`src/axis_lane_fifo.sv`:
```
`timescale 1ns/1ps
`default_nettype none

module axis_lane_fifo #(
  parameter int  LANE_WIDTH = 16,
  parameter int  ID_WIDTH   = 4,
  parameter int  FIFO_DEPTH = 4,
  localparam int KEEP_WIDTH = LANE_WIDTH / 8,
  localparam int ADDR_WIDTH = $clog2(FIFO_DEPTH),
  localparam int WORD_WIDTH = LANE_WIDTH + KEEP_WIDTH + ID_WIDTH + 1
) (
  input  logic                  clk,
  input  logic                  rst,
  input  logic [LANE_WIDTH-1:0] in_data,
  input  logic [KEEP_WIDTH-1:0] in_keep,
  input  logic                  in_valid,
  output logic                  in_ready,
  input  logic                  in_last,
  input  logic [ID_WIDTH-1:0]   in_id,
  output logic [LANE_WIDTH-1:0] out_data,
  output logic [KEEP_WIDTH-1:0] out_keep,
  output logic                  out_valid,
  input  logic                  out_ready,
  output logic                  out_last,
  output logic [ID_WIDTH-1:0]   out_id
);

  // Word plus sideband in one entry
  logic [WORD_WIDTH-1:0] mem [FIFO_DEPTH];

  // Extra top bit tells full from empty
  logic [ADDR_WIDTH:0] wr_ptr;
  logic [ADDR_WIDTH:0] rd_ptr;
  // Words currently stored
  logic [ADDR_WIDTH:0] level;

  logic full;
  logic empty;
  logic wr_en;
  logic rd_en;

  assign empty = (wr_ptr == rd_ptr);
  assign full  = (wr_ptr[ADDR_WIDTH] != rd_ptr[ADDR_WIDTH]) &&
                 (wr_ptr[ADDR_WIDTH-1:0] == rd_ptr[ADDR_WIDTH-1:0]);
  assign level = wr_ptr - rd_ptr;

  assign in_ready  = !full;
  assign out_valid = !empty;
  assign wr_en     = in_valid && in_ready;
  assign rd_en     = out_valid && out_ready;

  always_ff @(posedge clk) begin
    if (wr_en) begin
      mem[wr_ptr[ADDR_WIDTH-1:0]] <= {in_last, in_id, in_keep, in_data};
    end
  end

  always_ff @(posedge clk) begin
    if (rst) begin
      wr_ptr <= '0;
      rd_ptr <= '0;
    end else begin
      if (wr_en) begin
        wr_ptr <= wr_ptr + 1'b1;
      end
      if (rd_en) begin
        rd_ptr <= rd_ptr + 1'b1;
      end
    end
  end

  // Head entry read straight from the array
  assign {out_last, out_id, out_keep, out_data} = mem[rd_ptr[ADDR_WIDTH-1:0]];

  // A write into a full FIFO would push the fill level past the depth
  a_no_overflow: assert property (@(posedge clk) disable iff (rst)
    level <= FIFO_DEPTH);

endmodule

`default_nettype wire

```
`config.mk`:
```
export PLATFORM = sky130hd
export DESIGN_NAME = axis_lane_fifo
export DESIGN_NICKNAME = d
export VERILOG_FILES = /design/src/axis_lane_fifo.sv
export SDC_FILE = /design/constraint.sdc
export NUM_CORES = 1
export LEC_CHECK = 0
export ABC_AREA = 1
export BUFFER_PORTS_ARGS = -buffer_cell sky130_fd_sc_hd__buf_2
export CELL_PAD_IN_SITES_DETAIL_PLACEMENT = 0
export CELL_PAD_IN_SITES_GLOBAL_PLACEMENT = 1
export CORE_ASPECT_RATIO = 1.25
export CORE_MARGIN = 3
export CORE_UTILIZATION = 29
export DETAILED_ROUTE_END_ITERATION = 10
export PLACE_DENSITY_LB_ADDON = 0.1
export SLEW_MARGIN = 15
export SYNTH_ARGS = -nofsm -noshare
export SYNTH_HDL_FRONTEND = slang
export SYNTH_SLANG_ARGS = --single-unit
```
`constraint.sdc`:
```
create_clock -name clk -period 3.2 [get_ports clk]
set_input_delay 0.48 -clock clk [delete_from_list [all_inputs] [get_ports clk]]
set_output_delay 0.48 -clock clk [all_outputs]
set_load 0.02 [all_outputs]
```
==> metrics.md <==
| Metric | Value |
|---|---|
| IO Port Bufs | 51 |
| Die outline height | 136 um |
| Number of detailed-route iterations in the first pass | 4 |
| CTS Hold Bufs | 0 |
| Clock Sinks | 100 |
| Final period utilization | 73.1% |
| WP data required | 2.72 ns |
| Peak VDD IR | 0.204 mV |
| Type of the worst setup path | reg2out |
| Largest net degree at the start of global routing | 47 |
| GR Util met2 | roughly 20% |
| Status | finished clean |
| Crit path depth | 4 |
| Critical-path top delay cell | dfxtp_2 |
| Worst-Margin Slew | 0.709 ns |
| CP peak stage delay | approximately 0.64 ns |
| Root Buffer | clkbuf_16 |
| Fillers | between 1,000 and 1,500 |
| Commonest non-fill, non-tap cell in the layout | edfxtp_1 |
| TritonCTS clock tree | done |
| Hold WS | 0.363 ns |
| Clock Skews | 0.00793 ns |
| Layout cells sized above 1 | between 20% and 30% |
| Endpoint class of the critical path | primary output |
| Yosys warning total | 0 |
| H-tree lvl count | 3 |
| FF+latch area | 2920 um^2 |
| GR Util met1 | around 16% |
| Die span in x | 110 um |
| DRT iter0 DRCs | 110 |
| Antenna violations before repair | 0 |
| CP top delay family | flip-flops |
| Setup WS post-layout | 0.861 ns |
| Total power divided by cell area | 646 nW/um^2 |
| Total Wirelength | 8250 um |
| Final instance area | 4650 um^2 |
| Worst Path Max Fanout | 27 |
| DR vias/cell | 4.52 |
| DP Worst Slack | 1.13 ns |
| Final ANT Viol Nets | 0 |
| HP Class | in2reg |
| Total Power | 3.00 mW |
| Slew headroom | 52.7% |
| Layout area overhead | 19.2% |
| Placeable Area | 12,900 um^2 |
| GRT Resource Usage Total | 12.0% |
| Multiplexer area fraction after synthesis | 0% |
| Final setup violation count | 0 |
| Area of the multi-input gates | 861 um^2 |
| Clock Latency Late Sink | 0.33 ns |
| Ports | between 50 and 60 |
| R2R Setup Slk | ~1.2 ns |
| Syn Area/Cell | between 10 and 15 um^2 |
| Netlist cell types | 20 |
| Dpl cell area | 4390 um^2 |
| Setup Fix Bufs, Post-CTS | 0 |
| Xor and xnor area share after synthesis | 0% |
| Length in cells of the worst reg-to-reg path | 7 |
| Total grt overflow | 0 |
| Global-route wire length before repair | 13,100 um |
| Cell area after synthesis | between 3000 and 4000 um^2 |
| Setup TNS | 0 ns |
| Sequential share of the synthesized area | 75.0% |
| Placed cell count | slightly above 500 |
| M3 GR Usage | 3.05% |
| CP Data Arrival Time | 1.86 ns |
| RSZ-0062 raised after global routing | false |
| Post-cts resize count | 0 |
| GPL Wtd Cong | between 0.7 and 0.8 |
| Syn_nets | 327 |
| Peak Freq | 428 MHz |
| Startpoint types | register |
| Main combinational cell family by area after synthesis | simple AND/OR/NAND/NOR gates |
| Worst path bufs/invs | 2 |
| Vias | 2,364 |
| Endpoints failing hold | 0 |
| HPWL after DPL | roughly 5200 um |
| Lkg Pwr | 1.68 nW |
| Clock Path Buffers | 2 |
| Pins Over Slew Limit | 0 |
| Clock transition at path regs | 0.06 ns |
| Post-synthesis compound-gate area fraction | 9.98% |
| Register bit count reported by yosys | 100 |
| Initial Utilization | between 30 and 40% |
| Gr busiest metal | met2 |
| Total CTS buffers | 9 |
| Post-route insts no fill | 523 |
| Period minus WS final | 2.34 ns |
| Core Util, Final | 36.0% |
| Max cap viols | 0 |
| Adder-cell share of the synthesized area | ~1.6% |
| Total die area | 14,900 um^2 |
| Nets | around 380 |
| Post-DR wirelength/cell | 15.8 um |
| Hold Path Depth | 1 |
| Simple-gate share of the synthesized area | 10.3% |
| Diode count | 0 |
| Most frequent cells in the layout | 92 x edfxtp_1, 56 x nor2_1, 51 x buf_2, 43 x o21ai_0, 23 x o22ai_1 |
| DRC | 0 |
| FP Rows | 46 |
| Cell Chain, Critical Path | buf_4, o21ai_0, o22ai_1, buf_2 |
| Synth Instances | about 300 |
| Vias in the first global route | 2,422 |
[synthesized netlist by cell type, drive strengths merged]
cell type	number	area, um^2
ha	5	62.6
nand3b	1	7.51
edfxtp	92	2760
nand2	26	128
o22ai	23	144
nor2	59	221
dfxtp	8	160
inv	15	58.8
clkbuf	5	18.8
buf	8	45.0
a21oi	3	15.0
o21ai	46	230
nand3	4	45.0
[power by group]
part	internal [mW]	switching (mW)	total [mW]	leakage [nW]
sequential	1.50	0.0393	1.54	0.911
clock	0.518	0.432	0.951	0.126
combinational	0.161	0.350	0.512	0.648
[sequential cells by signal (all words and copies together), names as in the netlist, named ones only]
| signal | count |
|---|---|
| rd_ptr | 3 |
| mem | 92 |
| wr_ptr | 3 |
[worst reg2reg max path, cell delays in order (launching register included)]
cell and delay, ns:
dfxtp_1 0.45, inv_2 0.08, nand2_1 0.09, nand2_2 0.09, nand3_4 0.12, nand2_1 0.13
nor2_2 0.50, buf_12 0.25
[layout make-up]
| cell class | count | area share [%] |
|---|---|---|
| sequential | 100 | 62.9 |
| timing repair buffer | 58 | 7.16 |
| clock inverter | 5 | 0.646 |
| inverter | 15 | 1.27 |
| clock buffer | 10 | 4.93 |
| tap | 168 | 4.52 |
| multi-input combinational | 167 | 18.5 |
[layer usage]
| layer | vias to the layer above | share of wire, % |
|---|---|---|
| met5 | - | 0 |
| met4 | 0 | 1.2 |
| met3 | 8 | 3.7 |
| met2 | 40 | 48 |
| met1 | 1143 | 47 |
| li1 | 1173 | - |
[final timing paths]
check	start	to
setup / recovery	register	out_data[7]
hold / removal	in_data[11]	mem[1][11]$_DFFE_PP_
setup reg to reg	wr_ptr[0]$_SDFFE_PP0P_	mem[1][2]$_DFFE_PP_
hold reg to reg	rd_ptr[2]$_SDFFE_PP0P_	rd_ptr[2]$_SDFFE_PP0P_
[kinds of logic after synthesis]
| kind of cell | count (synthesis) |
|---|---|
| flip-flops | 100 |
| AO/OA/AOI/OAI | 72 |
| buffers and inverters | 28 |
| adder cells (fa/ha/maj) | 5 |
| AND/OR/NAND/NOR | 90 |
No activity file was read; power rests on OpenSTA's default activity.
