File: config.mk
export PLATFORM = sky130hd
export DESIGN_NAME = axis_lane_splitter
export DESIGN_NICKNAME = d
export VERILOG_FILES = /design/src/axis_split_pkg.sv /design/src/axis_lane_splitter.sv /design/src/axis_skid_buffer.sv
export SDC_FILE = /design/constraint.sdc
export NUM_CORES = 1
export LEC_CHECK = 0
export ABC_AREA = 1
export BUFFER_PORTS_ARGS = -buffer_cell sky130_fd_sc_hd__buf_2
export CORE_UTILIZATION = 53
export CTS_BUF_LIST = sky130_fd_sc_hd__clkbuf_4 sky130_fd_sc_hd__clkbuf_8
export DETAILED_ROUTE_END_ITERATION = 8
export GPL_TIMING_DRIVEN = 1
export PLACE_DENSITY = 0.8
export RECOVER_POWER = 100
export SLEW_MARGIN = 30
export SYNTH_ARGS = -nofsm -noshare
export SYNTH_HDL_FRONTEND = slang
export SYNTH_SLANG_ARGS = --single-unit
export TNS_END_PERCENT = 100
File: constraint.sdc
create_clock -name clk -period 7.87 [get_ports clk]
set_input_delay 0.787 -clock clk [delete_from_list [all_inputs] [get_ports clk]]
set_output_delay 0.787 -clock clk [all_outputs]
set_load 0.05 [all_outputs]
File: src/axis_split_pkg.sv
`default_nettype none

package axis_split_pkg;

  // Fill level of a two-entry register slice
  typedef enum logic [1:0] {
    SKID_EMPTY = 2'd0,
    SKID_ONE   = 2'd1,
    SKID_FULL  = 2'd2
  } skid_state_e;

  // Bits needed to number the lanes, never below one
  function automatic int lane_idx_width(input int lanes);
    int width;
    width = $clog2(lanes);
    if (width < 1) begin
      width = 1;
    end
    return width;
  endfunction

endpackage

`default_nettype wire

File: src/axis_lane_splitter.sv
`timescale 1ns/1ps
`default_nettype none

module axis_lane_splitter #(
  parameter int  CHANNELS   = 4,
  parameter int  LANE_WIDTH = 16,
  parameter int  ID_WIDTH   = 4,
  localparam int KEEP_WIDTH = LANE_WIDTH / 8,
  localparam int DATA_WIDTH = CHANNELS * LANE_WIDTH
) (
  input  logic                           clk,
  input  logic                           rst,
  input  logic [DATA_WIDTH-1:0]          s_data,
  input  logic [CHANNELS*KEEP_WIDTH-1:0] s_keep,
  input  logic                           s_valid,
  output logic                           s_ready,
  input  logic                           s_last,
  input  logic [ID_WIDTH-1:0]            s_id,
  output logic [DATA_WIDTH-1:0]          lane_data,
  output logic [CHANNELS*KEEP_WIDTH-1:0] lane_keep,
  output logic [CHANNELS-1:0]            lane_valid,
  output logic [CHANNELS-1:0]            lane_last,
  output logic [CHANNELS*ID_WIDTH-1:0]   lane_id,
  input  logic [CHANNELS-1:0]            lane_ready
);

  // Buffered wide beat
  logic [DATA_WIDTH-1:0]          buf_data;
  logic [CHANNELS*KEEP_WIDTH-1:0] buf_keep;
  logic                           buf_valid;
  logic                           buf_ready;
  logic                           buf_last;
  logic [ID_WIDTH-1:0]            buf_id;

  logic [CHANNELS-1:0] has_data;
  logic [CHANNELS-1:0] handshake;
  // Lanes that already took the current beat
  logic [CHANNELS-1:0] lock;

  axis_skid_buffer #(
    .DATA_WIDTH(DATA_WIDTH),
    .ID_WIDTH  (ID_WIDTH)
  ) u_skid (
    .clk    (clk),
    .rst    (rst),
    .s_data (s_data),
    .s_keep (s_keep),
    .s_valid(s_valid),
    .s_ready(s_ready),
    .s_last (s_last),
    .s_id   (s_id),
    .m_data (buf_data),
    .m_keep (buf_keep),
    .m_valid(buf_valid),
    .m_ready(buf_ready),
    .m_last (buf_last),
    .m_id   (buf_id)
  );

  // Lanes keep the wide packing, so data and keep pass as is
  assign lane_data = buf_data;
  assign lane_keep = buf_keep;
  assign lane_last = {CHANNELS{buf_last}};
  assign lane_id   = {CHANNELS{buf_id}};

  for (genvar i = 0; i < CHANNELS; i++) begin : g_lane
    // Empty keep slice means nothing to hand over
    assign has_data[i]   = |buf_keep[i*KEEP_WIDTH +: KEEP_WIDTH];
    assign lane_valid[i] = buf_valid && !lock[i] && has_data[i];

    // Locked lane belongs to the beat still waiting in the skid buffer
    a_no_repeat: assert property (@(posedge clk) disable iff (rst)
      lock[i] |-> buf_valid && has_data[i]);
  end

  assign handshake = lane_valid & lane_ready;

  // Release once every lane with data is done or finishing now
  assign buf_ready = &(~has_data | lock | handshake);

  always_ff @(posedge clk) begin
    if (rst) begin
      lock <= '0;
    end else if (buf_ready) begin
      lock <= '0;
    end else begin
      lock <= lock | handshake;
    end
  end

endmodule

`default_nettype wire

File: src/axis_skid_buffer.sv
`timescale 1ns/1ps
`default_nettype none

module axis_skid_buffer
  import axis_split_pkg::*;
#(
  parameter int  DATA_WIDTH = 64,
  parameter int  ID_WIDTH   = 4,
  localparam int KEEP_WIDTH = DATA_WIDTH / 8
) (
  input  logic                  clk,
  input  logic                  rst,
  input  logic [DATA_WIDTH-1:0] s_data,
  input  logic [KEEP_WIDTH-1:0] s_keep,
  input  logic                  s_valid,
  output logic                  s_ready,
  input  logic                  s_last,
  input  logic [ID_WIDTH-1:0]   s_id,
  output logic [DATA_WIDTH-1:0] m_data,
  output logic [KEEP_WIDTH-1:0] m_keep,
  output logic                  m_valid,
  input  logic                  m_ready,
  output logic                  m_last,
  output logic [ID_WIDTH-1:0]   m_id
);

  skid_state_e state;
  skid_state_e state_next;

  // Second slot, only filled when the output stalls
  logic [DATA_WIDTH-1:0] skid_data;
  logic [KEEP_WIDTH-1:0] skid_keep;
  logic                  skid_last;
  logic [ID_WIDTH-1:0]   skid_id;

  logic in_xfer;
  logic out_xfer;
  logic load_main_in;
  logic load_main_skid;
  logic load_skid;

  assign in_xfer  = s_valid && s_ready;
  assign out_xfer = m_valid && m_ready;
  assign m_valid  = (state != SKID_EMPTY);

  always_comb begin
    state_next     = state;
    load_main_in   = 1'b0;
    load_main_skid = 1'b0;
    load_skid      = 1'b0;
    case (state)
      SKID_EMPTY: begin
        if (in_xfer) begin
          load_main_in = 1'b1;
          state_next   = SKID_ONE;
        end
      end
      SKID_ONE: begin
        // Pass-through when both sides move
        if (in_xfer && out_xfer) begin
          load_main_in = 1'b1;
        end else if (in_xfer) begin
          load_skid  = 1'b1;
          state_next = SKID_FULL;
        end else if (out_xfer) begin
          state_next = SKID_EMPTY;
        end
      end
      SKID_FULL: begin
        // Input is stalled here, so only the drain matters
        if (out_xfer) begin
          load_main_skid = 1'b1;
          state_next     = SKID_ONE;
        end
      end
      default: state_next = SKID_EMPTY;
    endcase
  end

  always_ff @(posedge clk) begin
    if (rst) begin
      state   <= SKID_EMPTY;
      s_ready <= 1'b0;
    end else begin
      state   <= state_next;
      // Ready straight from a flop
      s_ready <= (state_next != SKID_FULL);
    end
  end

  always_ff @(posedge clk) begin
    if (load_main_in) begin
      m_data <= s_data;
      m_keep <= s_keep;
      m_last <= s_last;
      m_id   <= s_id;
    end else if (load_main_skid) begin
      m_data <= skid_data;
      m_keep <= skid_keep;
      m_last <= skid_last;
      m_id   <= skid_id;
    end
    if (load_skid) begin
      skid_data <= s_data;
      skid_keep <= s_keep;
      skid_last <= s_last;
      skid_id   <= s_id;
    end
  end

  // Stalled output word must not change under the consumer
  a_hold_stable: assert property (@(posedge clk) disable iff (rst)
    m_valid && !m_ready |=> $stable(m_data));

endmodule

`default_nettype wire

==> impl_metrics.yaml, run 1 <==
setup_path:
  cp.arrival_ns: 4.86
  crit_end: "u_skid.m_data[60]"
  critPathCaptureType: "flop"
  r2r_cells: 9
  critPathLaunchType: "flop"
  critPathBufInv: 2
  crit_top_cell: "nand2_1"
  cp-startpoint: "u_skid.state[1]"
  reg2reg_slack_ns: 3.30
  required_ns: 8.16
  r2r_end: "u_skid.m_data[60]"
  crit_chain: "nor2_1, o21ai_0, nand2_1, o21ai_0, buf_4, nand2_1, clkbuf_1, nand2_1, nand2_1"
  worstReg2RegStart: "u_skid.state[1]"
  cp_max_fo: 80
  crit_family: "simple AND/OR/NAND/NOR gates"
  slowest_delay_ns: 1.46
  crit_type: "flop to flop"
  path_depth: 9
  slowest_stage: "clkbuf_1"
layout:
  seq_area_sq_mm: 0.004765
  fill_cells: 961
  area_growth_syn_to_layout_pct: 17.29
  design_area_sq_mm: 0.007249
  drive_above_1_share_pct: 7.820
  multi_input_area_sq_mm: 0.001170
  nets: 736
  fin_cells: 808
  antenna_cells: 0
synthesis:
  syn_area_sq_mm: 0.006181
  ys_ff_latch: 161
  syn_nets: 571
  seq_area_frac_synth_pct: 77.09
  synth.distinct_cells: 15
  yosysWarnings: 0
  avgSynthCellArea_sq_um: 12.69
  syn_inst: 487
clock_network:
  clockRootBuffer: "clkbuf_8"
  cts_tree: "built"
  path_clk_slew_ns: 0.08
  cts-htree-levels: 4
  ctsResizeCount: 0
  ctsHoldBuffers: 0
  cts_buffers: 17
  clock_sinks: 161
  cts_setup_buffers: 0
  clock_latency_ns: 0.43
  cts_max_path_buffers: 2
routing:
  drc_errors: 0
  drt-total-wl_mm: 12.65
  drt-initial-drc-count: 305
  num_vias: 4173
  ant_nets: 0
  drt_pass1_iterations: 4
  wire_per_inst_microns: 15.66
  vias_per_cell: 5.165
timing:
  setup_tns_ns: 0
  hold_viol_final: 0
  rsz0062_at_grt: "false"
  worst_pin_slew_ns: 2.777
  slew_headroom_pct: -85.11
  fmax_ghz: 0.2189
  clock_skew_ns: 0.01278
  finalSetupViolCount: 0
  fin_crit_ns: 4.568
  final_max_slew_viol_count: 134
  finalCritPeriodShare_pct: 58.05
pwr:
  vdd_ir_drop_max_uv: 99.59
  power_mw: 1.827
  p_per_area_mw_per_mm2: 252.0
  leakage_nw: 2.714
floorplan:
  die-height_microns: 110.0
  coreArea_sq_mm: 0.01137
  die_w_microns: 110.0
  die_area_sq_mm: 0.01210
  start_util_pct: 54.36
  rows: 39
  top_level_ports: 181
placement:
  dp.cells: 776
  dpl_cell_area_sq_mm: 0.007118
  gp_congestion: 0.8421
  place_hpwl_mm: 8.373
  io_buffers: 180
grt:
  antenna_found_initial: 0
  gr-total-overflow: 0
  grt_first_pass_wirelength_mm: 18.95
  grt_usage_pct: 21.40
  grt_max_degree: 81
  first_global_vias: 3894
status:
  violations: "max-capacitance violations, max-slew violations"
  status: "complete, but fails checks"
run:
  cap_violations: 3
hold_path:
  hp-class: "flop to flop"
[metrics by stage]
stage	util (%)	hold slack, ns	worst slack [ns]
6_report	63.76	0.5064	3.302
5_1_grt	63.76	0.5132	2.785
4_1_cts	65.90	0.5068	4.600
3_5_place_dp	62.61	0.4933	4.155
3_3_place_gp	62.61	0.4872	4.258
2_1_floorplan	-	0.4757	0.7118
[logic make-up (layout without fill, tap and decap cells)]
kind of cell | Yosys count | after routing | synth area share (%)
AND/OR/NAND/NOR | 266 | 266 | 17.87
flip-flops | 161 | 161 | 77.09
AO/OA/AOI/OAI | 12 | 12 | 1.032
buffers and inverters | 48 | 226 | 4.008
[per-layer routing]
layer  GRT usage [%]  vias up  part of all wire (%)
met1           27.28     1943                    40
met3           4.762       24                   7.0
li1                -     2015                     -
met2           34.91      191                    51
met4           10.29        0                   2.0
met5               0        -                     0
[synthesized netlist by cell type]
cell type  number  area share, %
nor3_1          6           0.49
o21ai_0         2           0.16
o21ai_1         4           0.32
buf_2           6           0.49
nand2_1       162            9.8
inv_1           8           0.49
dfxtp_1         7            2.3
a21oi_1         5           0.40
clkbuf_1       18            1.1
buf_4          16            1.9
nand3_1        77            6.2
nor2_1         20            1.2
nor2_2          1           0.10
edfxtp_1      154             75
o21ai_2         1           0.14
[cell usage in the layout (no fill, tap or decap), types with 6 or more instances in the layout]
cell type	synthesis	routed
edfxtp_1	154	154
nand2_1	162	162
buf_2	6	18
clkbuf_1	18	165
nor2_1	20	20
clkbuf_8	0	17
nand3_1	77	77
dfxtp_1	7	7
inv_1	8	8
nor3_1	6	6
[worst min-delay path, stage by stage, from the launching register on]
cell and delay [ns]:
edfxtp_1 0.32, nand2_1 0.05, nand2_1 0.04
[worst min path at each step]
stage                                     from                   end  slack [ns]  cells after the start
after floorplan                        lock[0]               lock[0]        0.48                      2
after global placement                 lock[1]               lock[1]        0.49                      2
after detailed placement  u_skid.skid_data[29]     u_skid.m_data[29]        0.49                      2
after CTS                 u_skid.skid_data[29]     u_skid.m_data[29]        0.51                      2
after global routing                s_data[45]  u_skid.skid_data[45]        0.51                      1
final                      u_skid.skid_data[0]      u_skid.m_data[0]        0.51                      2
[report_power, final]
part / internal [mW] / switching (mW)
sequential: 0.988 / 0.0142
clock: 0.288 / 0.284
combinational: 0.0456 / 0.207
total: 1.32 / 0.506
[cell type report]
| class | instances | area share [%] |
|---|---|---|
| Clock buffer | 20 | 3.538 |
| Clock inverter | 12 | 1.622 |
| Inverter | 8 | 0.4142 |
| Multi-Input combinational cell | 278 | 16.14 |
| Sequential cell | 161 | 65.72 |
| Tap cell | 143 | 2.468 |
| Timing Repair Buffer | 186 | 10.10 |
[registers in the layout, indices dropped and copies added, names as in the netlist]
name	flops
u_skid.m_last	1
u_skid.skid_keep	8
u_skid.skid_data	64
u_skid.s_ready	1
lock	4
u_skid.m_keep	8
u_skid.skid_id	4
u_skid.m_id	4
u_skid.skid_last	1
u_skid.state	2
u_skid.m_data	64
(Power assumes the default switching activity.)
==> run 2: changes to the inputs <==
--- a/config.mk
+++ b/config.mk
@@ -7,11 +7,11 @@
 export LEC_CHECK = 0
 export ABC_AREA = 1
 export BUFFER_PORTS_ARGS = -buffer_cell sky130_fd_sc_hd__buf_2
-export CORE_UTILIZATION = 53
+export CORE_UTILIZATION = 48
 export CTS_BUF_LIST = sky130_fd_sc_hd__clkbuf_4 sky130_fd_sc_hd__clkbuf_8
 export DETAILED_ROUTE_END_ITERATION = 8
 export GPL_TIMING_DRIVEN = 1
-export PLACE_DENSITY = 0.8
+export PLACE_DENSITY = 0.77
 export RECOVER_POWER = 100
 export SLEW_MARGIN = 30
 export SYNTH_ARGS = -nofsm -noshare
==> constraint.sdc (replaced) <==
create_clock -name clk -period 3.9 [get_ports clk]
set_input_delay 0.39 -clock clk [delete_from_list [all_inputs] [get_ports clk]]
set_output_delay 0.39 -clock clk [all_outputs]
set_load 0.05 [all_outputs]
==> impl_metrics.yaml, run 2 (synthesis gave the netlist of run 1 again) <==
placement:
  gp_congestion: 0.8181
  dp_slack_ns: 1.286
  place_hpwl_mm: 7.987
  io_buffers: 180
  dp.cells: 805
routing:
  num_vias: 4087
  ant_nets: 0
  drt_pass1_iterations: 4
  wire_per_inst_microns: 14.69
  drt-total-wl_mm: 12.24
  drt-initial-drc-count: 274
  drc_errors: 0
  vias_per_cell: 4.906
clock_network:
  ctsHoldBuffers: 0
  clockRootBuffer: "clkbuf_8"
  path_clk_slew_ns: 0.08
  cts_setup_buffers: 0
  cts-htree-levels: 4
  cts_buffers: 17
  clock_sinks: 161
  cts_max_path_buffers: 2
  clock_latency_ns: 0.44
  cts_tree: "built"
  ctsResizeCount: 0
timing:
  fmax_ghz: 0.3344
  rsz0062_at_grt: "false"
  finalWorstSetupSlack_ns: 0.9092
  hold_viol_final: 0
  worst_pin_slew_ns: 0.8087
  final_max_slew_viol_count: 0
  clock_skew_ns: 0.008644
  setup_tns_ns: 0
  fin_crit_ns: 2.991
  finalSetupViolCount: 0
  finalCritPeriodShare_pct: 76.69
  slew_headroom_pct: 46.09
pwr:
  leakage_nw: 2.731
  p_per_area_mw_per_mm2: 482.2
  internal-power_mw: 2.503
  vdd_ir_drop_max_uv: 238.4
  clkPwrFrac_pct: 27.6
  pwr-share-comb_pct: 14.8
  p_sw_share_pct: 28.43
  power.share.sequential_pct: 57.6
  power_switching_uw: 994.5
layout:
  area_growth_syn_to_layout_pct: 17.35
  seq_area_sq_mm: 0.004765
  reg_top3: "u_skid.m_data (64), u_skid.skid_data (64)"
  drive_above_1_share_pct: 9.682
  final_util_pct: 57.71
  antenna_cells: 0
  layout_commonest_cell: "nand2_1"
  nets: 736
  fill_cells: 1093
  multi_input_area_sq_mm: 0.001180
  fin_cells: 833
  final_cell_mix: "161 x nand2_1, 154 x edfxtp_1, 149 x clkbuf_1, 77 x nand3_1, 31 x buf_2"
floorplan:
  top_level_ports: 181
  die_area_sq_mm: 0.01333
  start_util_pct: 49.18
  coreArea_sq_mm: 0.01257
  die-height_microns: 115.5
  rows: 41
  die_w_microns: 115.5
grt:
  grt_usage_pct: 19.09
  grt_max_degree: 80
  antenna_found_initial: 0
  first_global_vias: 3843
  gr-total-overflow: 0
  grt_first_pass_wirelength_mm: 18.77
setup_path:
  cp.arrival_ns: 3.07
  cp_max_fo: 79
  critPathLaunchType: "flop"
  critPathBufInv: 2
  slowest_delay_ns: 0.51
  critPathCaptureType: "flop"
  required_ns: 3.97
  crit_family: "simple AND/OR/NAND/NOR gates"
  crit_type: "flop to flop"
  slowest_stage: "nor2_1"
  crit_chain: "nor2_1, o21ai_0, nand2_1, o21ai_0, buf_4, nor3_1, buf_4"
status:
  status: "finished, final reports clean"
run:
  cap_violations: 0
hold_path:
  hp-class: "input pin to flop"
==> run 2: cell count changes in the layout (fill, tap and decap cells not counted), sizes merged <==
cell and delta:
clkinv +2, buf +16, clkbuf -18, clkinvlp -2, bufinv -2
==> run 2: cell type report <==
| cell class | instances | share of cell area [%] |
|---|---|---|
| clock buffers | 18 | 3.329 |
| repair buffers | 186 | 10.64 |
| multi-input cells | 278 | 16.27 |
| well taps | 172 | 2.967 |
| inverters | 8 | 0.4140 |
| flip-flops and latches | 161 | 65.69 |
| clock inverters | 10 | 0.6900 |
==> run 2: through the flow <==
step,area [sq um],total power [mW],hold slack [ns]
CTS,7465,3.559,0.1020
global route,7253,3.635,0.1036
floorplan,6200,2.452,0.4624
finish,7253,3.497,0.1380
global placement,7173,2.588,0.4908
detailed placement,7173,2.601,0.4983
==> run 2: worst paths after layout <==
kind                                           start                    to  slack (ns)  cells after the start
worst min register to register  u_skid.skid_data[50]     u_skid.m_data[50]        0.51                      2
worst max register to register       u_skid.state[1]  u_skid.skid_data[24]        0.91                      7
worst max-delay path                 u_skid.state[1]  u_skid.skid_data[24]        0.91                      7
worst min-delay path                             rst       u_skid.state[1]        0.14                      2
==> run 2: power groups by stage <==
stage          Clock (mW)  Sequential [mW]  Combinational, mW
5_1_grt              1.06             2.02              0.557
4_1_cts             0.997             2.01              0.548
3_5_place_dp            0             2.05              0.548
2_1_floorplan           0             2.23              0.220
6_report            0.966             2.01              0.516
3_3_place_gp            0             2.05              0.538
==> run 2: per-layer routing <==
metal / track usage (%) / routed length (microns) / vias to the layer above
li1: - / - / 2005
met1: 23.41 / 5098 / 1894
met2: 30.02 / 5926 / 159
met3: 6.172 / 848 / 29
met4: 10.82 / 367 / 0
met5: 0 / 0 / -
